File: config.mk
export PLATFORM = sky130hd
export DESIGN_NAME = hpa_lcd_top
export DESIGN_NICKNAME = d
export VERILOG_FILES = /design/src/rtl/hpa_pkg.sv /design/src/rtl/hpa_lcd_top.sv /design/src/rtl/lcd_timing.sv /design/src/rtl/pattern_gen.sv /design/src/rtl/rst_sequencer.sv
export VERILOG_INCLUDE_DIRS = /design/src /design/src/rtl
export SDC_FILE = /design/constraint.sdc
export NUM_CORES = 1
export LEC_CHECK = 0
export ABC_AREA = 1
export BUFFER_PORTS_ARGS = -buffer_cell sky130_fd_sc_hd__buf_4
export CORE_UTILIZATION = 40
export CTS_BUF_LIST = sky130_fd_sc_hd__clkbuf_16
export DETAILED_ROUTE_END_ITERATION = 8
export PLACE_DENSITY_LB_ADDON = 0.2
export SETUP_SLACK_MARGIN = 0.1
export SLEW_MARGIN = 0
export SYNTH_ARGS = -nofsm -noshare
export SYNTH_HDL_FRONTEND = slang
export SYNTH_HIERARCHICAL = 1
export SYNTH_SLANG_ARGS = --single-unit
export TNS_END_PERCENT = 5
File: constraint.sdc
create_clock -name clk245760 -period 3.73 [get_ports clk245760]
set_input_delay 0.1865 -clock clk245760 [delete_from_list [all_inputs] [get_ports clk245760]]
set_output_delay 0.1865 -clock clk245760 [all_outputs]
set_load 0.005 [all_outputs]
File: src/rtl/hpa_params.svh
`ifndef HPA_PARAMS_SVH
`define HPA_PARAMS_SVH

// panel geometry, horizontal in pixels
`define HPA_H_ACTIVE 480
`define HPA_H_FP 2
`define HPA_H_SYNC 41
`define HPA_H_BP 2
`define HPA_H_TOTAL (`HPA_H_ACTIVE + `HPA_H_FP + `HPA_H_SYNC + `HPA_H_BP)

// panel geometry, vertical in lines
`define HPA_V_ACTIVE 272
`define HPA_V_FP 2
`define HPA_V_SYNC 10
`define HPA_V_BP 2
`define HPA_V_TOTAL (`HPA_V_ACTIVE + `HPA_V_FP + `HPA_V_SYNC + `HPA_V_BP)

// clock cycles per pixel slot
`define HPA_PIXEL_DIV 4
`define HPA_PHASE_WIDTH 2

`define HPA_RST_DELAY 63
`define HPA_RST_CNT_WIDTH 6

// field and counter widths
`define HPA_X_WIDTH 9
`define HPA_Y_WIDTH 9
`define HPA_H_CNT_WIDTH 10
`define HPA_V_CNT_WIDTH 9
`define HPA_COLOR_WIDTH 6
`define HPA_BAR_WIDTH 60

`endif

File: src/rtl/hpa_pkg.sv
`include "hpa_params.svh"

package hpa_pkg;

    // pixel position as requested from the pixel source
    typedef struct packed {
        logic [`HPA_X_WIDTH-1:0] x;
        logic [`HPA_Y_WIDTH-1:0] y;
    } lcd_pos_t;

    // one RGB666 pixel
    typedef struct packed {
        logic [`HPA_COLOR_WIDTH-1:0] r;
        logic [`HPA_COLOR_WIDTH-1:0] g;
        logic [`HPA_COLOR_WIDTH-1:0] b;
    } rgb666_t;

    // panel control, syncs are active low
    typedef struct packed {
        logic hsync_n;
        logic vsync_n;
        logic de;
    } lcd_sync_t;

    // blanking state of the panel controls
    localparam lcd_sync_t lcd_sync_idle = '{
        hsync_n: 1'b1,
        vsync_n: 1'b1,
        de: 1'b0
    };

endpackage

File: src/rtl/hpa_lcd_top.sv
`timescale 1ns/1ps
`include "hpa_params.svh"

module hpa_lcd_top (
    input  logic                        clk245760,
    input  logic                        rst,
    output logic [`HPA_COLOR_WIDTH-1:0] lcd_r_o,
    output logic [`HPA_COLOR_WIDTH-1:0] lcd_g_o,
    output logic [`HPA_COLOR_WIDTH-1:0] lcd_b_o,
    output logic                        lcd_hsync_o,
    output logic                        lcd_vsync_o,
    output logic                        lcd_de_o,
    output logic                        lcd_nclk_o
);

    logic              rst_ip;
    logic              pop;
    logic              ack;
    hpa_pkg::lcd_pos_t pos;
    hpa_pkg::rgb666_t  rgb;

    rst_sequencer u_rst_sequencer (
        .clk245760 (clk245760),
        .rst       (rst),
        .rst_ip_o  (rst_ip)
    );

    // panel timing pulls pixels from the pattern source
    lcd_timing u_lcd_timing (
        .clk245760   (clk245760),
        .rst_ip_i    (rst_ip),
        .ack_i       (ack),
        .rgb_i       (rgb),
        .pop_o       (pop),
        .pos_o       (pos),
        .lcd_r_o     (lcd_r_o),
        .lcd_g_o     (lcd_g_o),
        .lcd_b_o     (lcd_b_o),
        .lcd_hsync_o (lcd_hsync_o),
        .lcd_vsync_o (lcd_vsync_o),
        .lcd_de_o    (lcd_de_o),
        .lcd_nclk_o  (lcd_nclk_o)
    );

    pattern_gen u_pattern_gen (
        .clk245760 (clk245760),
        .rst_ip_i  (rst_ip),
        .pop_i     (pop),
        .pos_i     (pos),
        .ack_o     (ack),
        .rgb_o     (rgb)
    );

endmodule

File: src/rtl/lcd_timing.sv
`timescale 1ns/1ps
`include "hpa_params.svh"

module lcd_timing (
    input  logic                        clk245760,
    input  logic                        rst_ip_i,
    input  logic                        ack_i,
    input  hpa_pkg::rgb666_t            rgb_i,
    output logic                        pop_o,
    output hpa_pkg::lcd_pos_t           pos_o,
    output logic [`HPA_COLOR_WIDTH-1:0] lcd_r_o,
    output logic [`HPA_COLOR_WIDTH-1:0] lcd_g_o,
    output logic [`HPA_COLOR_WIDTH-1:0] lcd_b_o,
    output logic                        lcd_hsync_o,
    output logic                        lcd_vsync_o,
    output logic                        lcd_de_o,
    output logic                        lcd_nclk_o
);

    logic [`HPA_PHASE_WIDTH-1:0] phase;
    logic [`HPA_PHASE_WIDTH-1:0] phase_next;
    logic                        slot_end;
    logic [`HPA_H_CNT_WIDTH-1:0] h_cnt;
    logic [`HPA_V_CNT_WIDTH-1:0] v_cnt;
    hpa_pkg::lcd_sync_t          sync_cur;
    hpa_pkg::lcd_sync_t          sync_q;
    hpa_pkg::lcd_sync_t          pin_sync;
    hpa_pkg::rgb666_t            pix_q;
    hpa_pkg::rgb666_t            pix_sel;
    hpa_pkg::rgb666_t            pin_rgb;
    logic                        got_ack;
    logic                        pix_valid;

    assign slot_end = (phase == `HPA_PHASE_WIDTH'(`HPA_PIXEL_DIV - 1));
    assign phase_next = slot_end ? '0 : phase + 1'b1;

    // starts on the last phase so the first cycle after release loads 0,0
    always_ff @(posedge clk245760) begin
        if (rst_ip_i) begin
            phase <= `HPA_PHASE_WIDTH'(`HPA_PIXEL_DIV - 1);
        end else begin
            phase <= phase_next;
        end
    end

    // nclk low in the first half of a slot, high in the second
    always_ff @(posedge clk245760) begin
        if (rst_ip_i) begin
            lcd_nclk_o <= 1'b0;
        end else begin
            lcd_nclk_o <= (phase_next >= `HPA_PHASE_WIDTH'(`HPA_PIXEL_DIV / 2));
        end
    end

    // h_cnt/v_cnt hold the position requested in the coming slot
    always_ff @(posedge clk245760) begin
        if (rst_ip_i) begin
            h_cnt <= '0;
            v_cnt <= '0;
        end else if (slot_end) begin
            if (h_cnt == `HPA_H_CNT_WIDTH'(`HPA_H_TOTAL - 1)) begin
                h_cnt <= '0;
                if (v_cnt == `HPA_V_CNT_WIDTH'(`HPA_V_TOTAL - 1)) begin
                    v_cnt <= '0;
                end else begin
                    v_cnt <= v_cnt + 1'b1;
                end
            end else begin
                h_cnt <= h_cnt + 1'b1;
            end
        end
    end

    // active region first, then front porch, sync and back porch
    always_comb begin
        sync_cur.hsync_n = !((h_cnt >= (`HPA_H_ACTIVE + `HPA_H_FP))
            && (h_cnt < (`HPA_H_ACTIVE + `HPA_H_FP + `HPA_H_SYNC)));
        sync_cur.vsync_n = !((v_cnt >= (`HPA_V_ACTIVE + `HPA_V_FP))
            && (v_cnt < (`HPA_V_ACTIVE + `HPA_V_FP + `HPA_V_SYNC)));
        sync_cur.de = (h_cnt < `HPA_H_ACTIVE) && (v_cnt < `HPA_V_ACTIVE);
    end

    // position only matters while pop is high
    always_ff @(posedge clk245760) begin
        if (slot_end) begin
            pos_o <= '{
                x: h_cnt[`HPA_X_WIDTH-1:0],
                y: v_cnt[`HPA_Y_WIDTH-1:0]
            };
        end
    end

    // returned pixel for the slot in flight
    always_ff @(posedge clk245760) begin
        if (ack_i) begin
            pix_q <= rgb_i;
        end
    end

    always_ff @(posedge clk245760) begin
        if (rst_ip_i) begin
            got_ack <= 1'b0;
        end else if (slot_end) begin
            got_ack <= 1'b0;
        end else if (ack_i) begin
            got_ack <= 1'b1;
        end
    end

    // a late ack in the last cycle of the slot still counts
    assign pix_sel = ack_i ? rgb_i : pix_q;
    assign pix_valid = got_ack || ack_i;

    // request goes out one slot ahead, pins update at the slot boundary
    always_ff @(posedge clk245760) begin
        if (rst_ip_i) begin
            pop_o <= 1'b0;
            sync_q <= hpa_pkg::lcd_sync_idle;
            pin_sync <= hpa_pkg::lcd_sync_idle;
            pin_rgb <= '0;
        end else if (slot_end) begin
            pop_o <= sync_cur.de;
            sync_q <= sync_cur;
            pin_sync <= sync_q;
            // black when the source missed its slot
            pin_rgb <= (pix_valid && sync_q.de) ? pix_sel : '0;
        end else begin
            pop_o <= 1'b0;
        end
    end

    assign lcd_r_o = pin_rgb.r;
    assign lcd_g_o = pin_rgb.g;
    assign lcd_b_o = pin_rgb.b;
    assign lcd_hsync_o = pin_sync.hsync_n;
    assign lcd_vsync_o = pin_sync.vsync_n;
    assign lcd_de_o = pin_sync.de;

endmodule

File: src/rtl/pattern_gen.sv
`timescale 1ns/1ps
`include "hpa_params.svh"

module pattern_gen (
    input  logic              clk245760,
    input  logic              rst_ip_i,
    input  logic              pop_i,
    input  hpa_pkg::lcd_pos_t pos_i,
    output logic              ack_o,
    output hpa_pkg::rgb666_t  rgb_o
);

    logic             border;
    // eight bars across the visible width
    logic [2:0]       bar;
    hpa_pkg::rgb666_t pix;

    // outermost visible rows and columns
    assign border = (pos_i.x == '0)
        || (pos_i.x == `HPA_X_WIDTH'(`HPA_H_ACTIVE - 1))
        || (pos_i.y == '0)
        || (pos_i.y == `HPA_Y_WIDTH'(`HPA_V_ACTIVE - 1));

    // bar index by threshold compares, no divider
    always_comb begin
        bar = '0;
        for (int i = 1; i < `HPA_H_ACTIVE / `HPA_BAR_WIDTH; i++) begin
            if (pos_i.x >= `HPA_X_WIDTH'(i * `HPA_BAR_WIDTH)) begin
                bar = bar + 1'b1;
            end
        end
    end

    always_comb begin
        if (border) begin
            pix = '1;
        end else begin
            pix.r = {`HPA_COLOR_WIDTH{bar[2]}};
            pix.g = {`HPA_COLOR_WIDTH{bar[1]}};
            pix.b = {`HPA_COLOR_WIDTH{bar[0]}};
        end
    end

    // one cycle from pop to ack
    always_ff @(posedge clk245760) begin
        if (rst_ip_i) begin
            ack_o <= 1'b0;
        end else begin
            ack_o <= pop_i;
        end
    end

    always_ff @(posedge clk245760) begin
        if (pop_i) begin
            rgb_o <= pix;
        end
    end

endmodule

File: src/rtl/rst_sequencer.sv
`timescale 1ns/1ps
`include "hpa_params.svh"

module rst_sequencer (
    input  logic clk245760,
    input  logic rst,
    output logic rst_ip_o
);

    logic [`HPA_RST_CNT_WIDTH-1:0] delay_cnt;
    logic                          delay_done;

    assign delay_done = (delay_cnt == `HPA_RST_CNT_WIDTH'(`HPA_RST_DELAY));

    // saturating delay counter
    always_ff @(posedge clk245760) begin
        if (rst) begin
            delay_cnt <= '0;
        end else if (!delay_done) begin
            delay_cnt <= delay_cnt + 1'b1;
        end
    end

    // registered so the release lands exactly on the delay
    always_ff @(posedge clk245760) begin
        if (rst) begin
            rst_ip_o <= 1'b1;
        end else begin
            rst_ip_o <= !delay_done;
        end
    end

endmodule

After elaboration in Yosys (flattened, before gate mapping)
Index checks and enable logic that the tools add are counted.

$add $sub $neg: 10. $lt $le $gt $ge: 14. Equal/unequal tests: 6. Muxes and demuxes: 12. Bitwise operators: 1. Reduce and logical (&&, ||, !) cells: 16.

Operator list (count): greater-or-equal comparator 9 bit (second input constant) (4); two-way mux 18 bit (2); == test 9 bit (second input constant) (3); greater-or-equal comparator 9 x 8 -> 1 bit (second input constant) (2); logical NOT 9 bit (2); < comparator 9 bit (second input constant) (2); two-way mux 3 bit (6); adder 3 x 1 -> 3 bit (second input constant) (5); adder 10 x 1 -> 10 bit (second input constant) (1); == test 10 bit (second input constant) (1); greater-or-equal comparator 10 x 9 -> 1 bit (second input constant) (1); < comparator 10 bit (second input constant) (1); < comparator 10 x 9 -> 1 bit (second input constant) (1); two-way mux 10 bit (1); adder 9 x 1 -> 9 bit (second input constant) (1); greater-or-equal comparator 9 x 6 -> 1 bit (second input constant) (1); greater-or-equal comparator 9 x 7 -> 1 bit (second input constant) (1); two-way mux 9 bit (1); adder 6 x 1 -> 6 bit (second input constant) (1); == test 6 bit (second input constant) (1); logical AND 1 bit (4); logical OR 1 bit (4); OR reduction 2 bit (2); logical NOT 1 bit (3); 8 further kinds (8).

Bits in registers: 95. Bits of input ports: 2. Word-level logic and storage cells: 85.

Longest topological paths before layout
Word-level depth: 14. Mapped depth: 26. Mapped depth without buffers: 25.

Modules after synthesis
Netlist, hierarchy kept.

By module, submodules not included: lcd_timing (times used 1, cells an instance 366, area each 3279.4 sq um); pattern_gen (times used 1, cells an instance 145, area each 984.7 sq um); rst_sequencer (times used 1, cells an instance 47, area each 326.6 sq um).

Worst setup path after synthesis
OpenSTA, ideal clock, no wires.

Path kind: register to register. Start point: register u_lcd_timing/pos_o[17] (netlist name). End point: register u_pattern_gen/rgb_o[6] (netlist name). Arrival: 3606 ps. Required time: 3478 ps. Setup slack: -128 ps. Stages on the path, launching flop included: 23. Cell sequence: edfxtp_1 nor2_1 inv_1 a311oi_1 ha_1 inv_1 nand2_4 nand2_4 ha_1 inv_1 nand2_1 o21a_1 ha_1 nand2_1 and2_1 inv_1 ha_1 or2_2 and2_1 ha_1 nand2_1 o211a_1 nand2_1.

Cells in the longest elaborated chain, start to end: 14. Elaborated cells on any way between the ends: 25. Those cells by class: 6 x add/sub; 7 x order compare; 1 x eq/ne; 7 x mux; 4 x reduce/logical.

Ends and longest elaborated chain: start: declaration (RTL line lcd_timing.sv:10) `output hpa_pkg::lcd_pos_t pos_o,`; start signal: assignment (RTL line lcd_timing.sv:86) `pos_o <= '{`; greater-or-equal comparator 9 x 6 -> 1 bit (RTL line pattern_gen.sv:28) `` if (pos_i.x >= `HPA_X_WIDTH'(i * `HPA_BAR_WIDTH)) begin ``; two-way mux 1 bit (RTL line pattern_gen.sv:28); adder 1 x 1 -> 2 bit (RTL line pattern_gen.sv:29) `bar = bar + 1'b1;`; two-way mux 3 bit (RTL line pattern_gen.sv:28); adder 3 x 1 -> 3 bit (RTL line pattern_gen.sv:29); two-way mux 3 bit (RTL line pattern_gen.sv:28); adder 3 x 1 -> 3 bit (RTL line pattern_gen.sv:29); two-way mux 3 bit (RTL line pattern_gen.sv:28); adder 3 x 1 -> 3 bit (RTL line pattern_gen.sv:29); two-way mux 3 bit (RTL line pattern_gen.sv:28); adder 3 x 1 -> 3 bit (RTL line pattern_gen.sv:29); two-way mux 3 bit (RTL line pattern_gen.sv:28); adder 3 x 1 -> 3 bit (RTL line pattern_gen.sv:29); two-way mux 3 bit (RTL line pattern_gen.sv:28).

Several ways; a longest one is shown, not always the timed one. A chain may end at the register's enable or synchronous reset.

Worst setup path after layout
Start point: register u_lcd_timing/pos_o[17] (netlist name). End point: register u_pattern_gen/rgb_o[12] (netlist name).

Cells in the longest elaborated chain, start to end: 14. Elaborated cells on any way between the ends: 25. Those cells by class: 6 x add/sub; 7 x order compare; 1 x eq/ne; 7 x mux; 4 x reduce/logical.

Ends and longest elaborated chain (RTL line): greater-or-equal comparator 9 x 6 -> 1 bit (pattern_gen.sv:28); two-way mux 1 bit (pattern_gen.sv:28); adder 1 x 1 -> 2 bit (pattern_gen.sv:29); two-way mux 3 bit (pattern_gen.sv:28); adder 3 x 1 -> 3 bit (pattern_gen.sv:29); two-way mux 3 bit (pattern_gen.sv:28); adder 3 x 1 -> 3 bit (pattern_gen.sv:29); two-way mux 3 bit (pattern_gen.sv:28); adder 3 x 1 -> 3 bit (pattern_gen.sv:29); two-way mux 3 bit (pattern_gen.sv:28); adder 3 x 1 -> 3 bit (pattern_gen.sv:29); two-way mux 3 bit (pattern_gen.sv:28); adder 3 x 1 -> 3 bit (pattern_gen.sv:29); two-way mux 3 bit (pattern_gen.sv:28).

Several ways; a longest one is shown, not always the timed one.

==> out/metrics.cfg <==
[routing]
ant_nets=0
dr.pass1.iters=4
avgRoutedWirePerCell_um=12.1
drt_iter0_drc=183
vias_per_cell=4.82
num_vias=3522
routed_wl_mm=8.83
drc_errors=0

[clock_tree]
h-tree-depth=3
cts_tree=done
clock_sinks=95
cts_buffers=9
clock_latency_ns=0.34
path_clk_slew_ns=0.06
cts_root_buf=clkbuf_16
cts_buffer_depth=2

[worst_setup_path]
cp-start-kind=register
crit_type=register to register
arrival_ns=3.75
required_ns=3.81
cp_max_fo=3
endpoint_kind=register

[global_routing]
grt_use_total_pct=16.0
grt.overflow.total=0
grt_pass1_wl_mm=14.9
first_global_vias=3362
grt_max_degree=25
antenna_found_initial=0

[floorplan]
initial_core_util_pct=41.6
ios=24
core_area_mm2=0.0110
die_w_um=109
die-area_mm2=0.0119
die_h_um=109
rows=38

[synthesis]
synth.largest_area_cell=dfxtp_1
synth_flop_cell=dfxtp_1
yosysWarnings=6
syn_area_mm2=0.00459
synth_edf_count=21
syn_nets=574
ys_top_cells_by_area=dfxtp_1 32%, edfxtp_1 14%, nand2_1 12%, inv_1 5.3%, nor2_1 4.3%
netlist.area_leader.share_pct=32.3
ys_ff_latch=95
ys_seq_area_share_pct=46.0
synthCells=558
syn_area_per_cell_um2=8.23
async_reset_ff_share_pct=0
synth_cell_types=43

[finish]
final_common_cell=nand2_1
syn2layout_area_growth_pct=14.0
fill_cells=1085
final_area_mm2=0.00524
finalNetCount=601
final_cell_mix=138 x nand2_1, 74 x dfxtp_1, 63 x inv_1
fin_util_pct=47.5
layout-drive-gt1-share_pct=20.3
n_antenna_cell=0

[place]
portBuffers=23
place_area_mm2=0.00483
place_ws_ns=-0.0384
gp_congestion=0.847
dp_hpwl_mm=6.42

[pwr]
power_frac_comb_pct=0.5
internal_power_mw=1.50
power_frac_seq_pct=55.9
p_total_mw=1.88
vdd_drop_max_mv=0.202
switchingPower_uw=382
p_per_area_mw_per_mm2=359
cellLeakagePower_nw=2.29
swShare_pct=20.3
p_clk_share_pct=43.6

[sta]
tightest_slew_ns=0.716
fin_worst_skew_ns=0.00503
max_freq_ghz=0.273
setup_viol=0
final.setup.worst_slack_ns=0.0631
grt_setup_unrepaired=true
drv_slew=0
whs_ns=0.446
relSlewSlack_pct=52.2
finalHoldViolations=0
period_minus_slack_ns=3.67
period_share_pct=98.3

[hold_path]
min_path_type=register to register

[run]
maxCapViolCount=0

[outcome]
outcome=finished clean

[what timing repair did]
item,CTS,global route
pin swaps,5,12
endpoints found under the setup margin,2,2
hold endpoints to repair,1,0
buffers inserted,8,4
hold buffers,1,0
gates resized for setup,1,11
[metrics by stage]
stage	TNS, ns	instances
2_1_floorplan	0	558
3_3_place_gp	0	701
3_5_place_dp	-0.0507	701
4_1_cts	0	726
5_1_grt	-0.240	730
6_report	0	730
[routing by layer]
layer  track usage (%)  routed length, um  part of all wire [%]
met5                 0                  0                     0
met4              6.37                140                   1.6
met3              3.83                178                   2.0
met2              27.4               4400                    50
met1              19.3               4120                    47
[state kept, by name, summed over array words and instances (netlist names), 2 cells and up]
signal	count
u_lcd_timing/h_cnt	10
u_lcd_timing/lcd_b_o	6
u_lcd_timing/lcd_g_o	6
u_lcd_timing/lcd_r_o	6
u_lcd_timing/phase	2
u_lcd_timing/pix_q	18
u_lcd_timing/pos_o	18
u_lcd_timing/sync_q	3
u_lcd_timing/v_cnt	9
u_pattern_gen/rgb_o	3
u_rst_sequencer/delay_cnt	6
[worst max-delay path, cell delays in order, from the launching register on]
cell and delay, ns:
edfxtp_1 0.38, nor2_1 0.11, inv_1 0.07, a311oi_2 0.29, ha_1 0.33, inv_2 0.10
nand2_4 0.06, nand2_4 0.08, ha_4 0.19, inv_2 0.05, nand2_2 0.05, o21a_1 0.10
ha_1 0.29, nand2_2 0.07, and2_4 0.13, inv_2 0.04, ha_4 0.22, or2_4 0.24
and2_4 0.14, ha_4 0.15, nand2_2 0.06, nand2_2 0.06, nand2_1 0.07, nand2_1 0.05
nand2_1 0.05, nand2_1 0.04
[cell type report]
cell class	count	area [um^2]	share of cell area, %
sequential	95	2110	40.3
multi-input combinational	363	2080	39.7
timing repair buffer	43	325	6.21
inverter	73	278	5.31
clock buffer	9	225	4.30
tap	140	175	3.35
clock inverter	7	40.0	0.765
[final timing paths]
check                            end                   start  cells after the start  slack (ns)
min           u_lcd_timing/pix_q[11]  u_lcd_timing/pix_q[11]                      2        0.45
min reg2reg   u_lcd_timing/pix_q[11]  u_lcd_timing/pix_q[11]                      2        0.45
max reg2reg  u_pattern_gen/rgb_o[12]  u_lcd_timing/pos_o[17]                     25        0.06
max          u_pattern_gen/rgb_o[12]  u_lcd_timing/pos_o[17]                     25        0.06
[power groups by stage]
stage	combinational, mW	clock [mW]	sequential, mW
finish	0.00896	0.821	1.05
global route	0.0113	0.896	1.05
CTS	0.00912	0.852	1.05
detailed placement	0.00826	0	1.07
global placement	0.00808	0	1.07
floorplan	0.00642	0	1.07
[logic make-up after synthesis]
logic type | count (synthesis) | share of synthesized area (%)
compound gates | 53 | 9.02
xor+xnor | 6 | 1.31
fa+ha+maj | 14 | 3.82
buf+inv | 100 | 10.2
flops | 95 | 46.0
simple gates | 290 | 29.6
[cell usage after synthesis, types with 5 or more instances]
| library cell | instances |
|---|---|
| inv_1 | 65 |
| edfxtp_1 | 21 |
| nand2_1 | 142 |
| nand2_4 | 5 |
| buf_2 | 6 |
| a21oi_1 | 7 |
| nand3_2 | 7 |
| buf_4 | 18 |
| inv_2 | 6 |
| xor2_1 | 5 |
| nand4_1 | 10 |
| nor2_2 | 7 |
| nor2_1 | 53 |
| a32o_1 | 18 |
| nand3_1 | 38 |
| dfxtp_1 | 74 |
| nor2_4 | 5 |
| nor3_1 | 5 |
| o21ai_0 | 11 |
| ha_1 | 14 |
| nand2_2 | 10 |
Power figures use the tool's default switching activity.
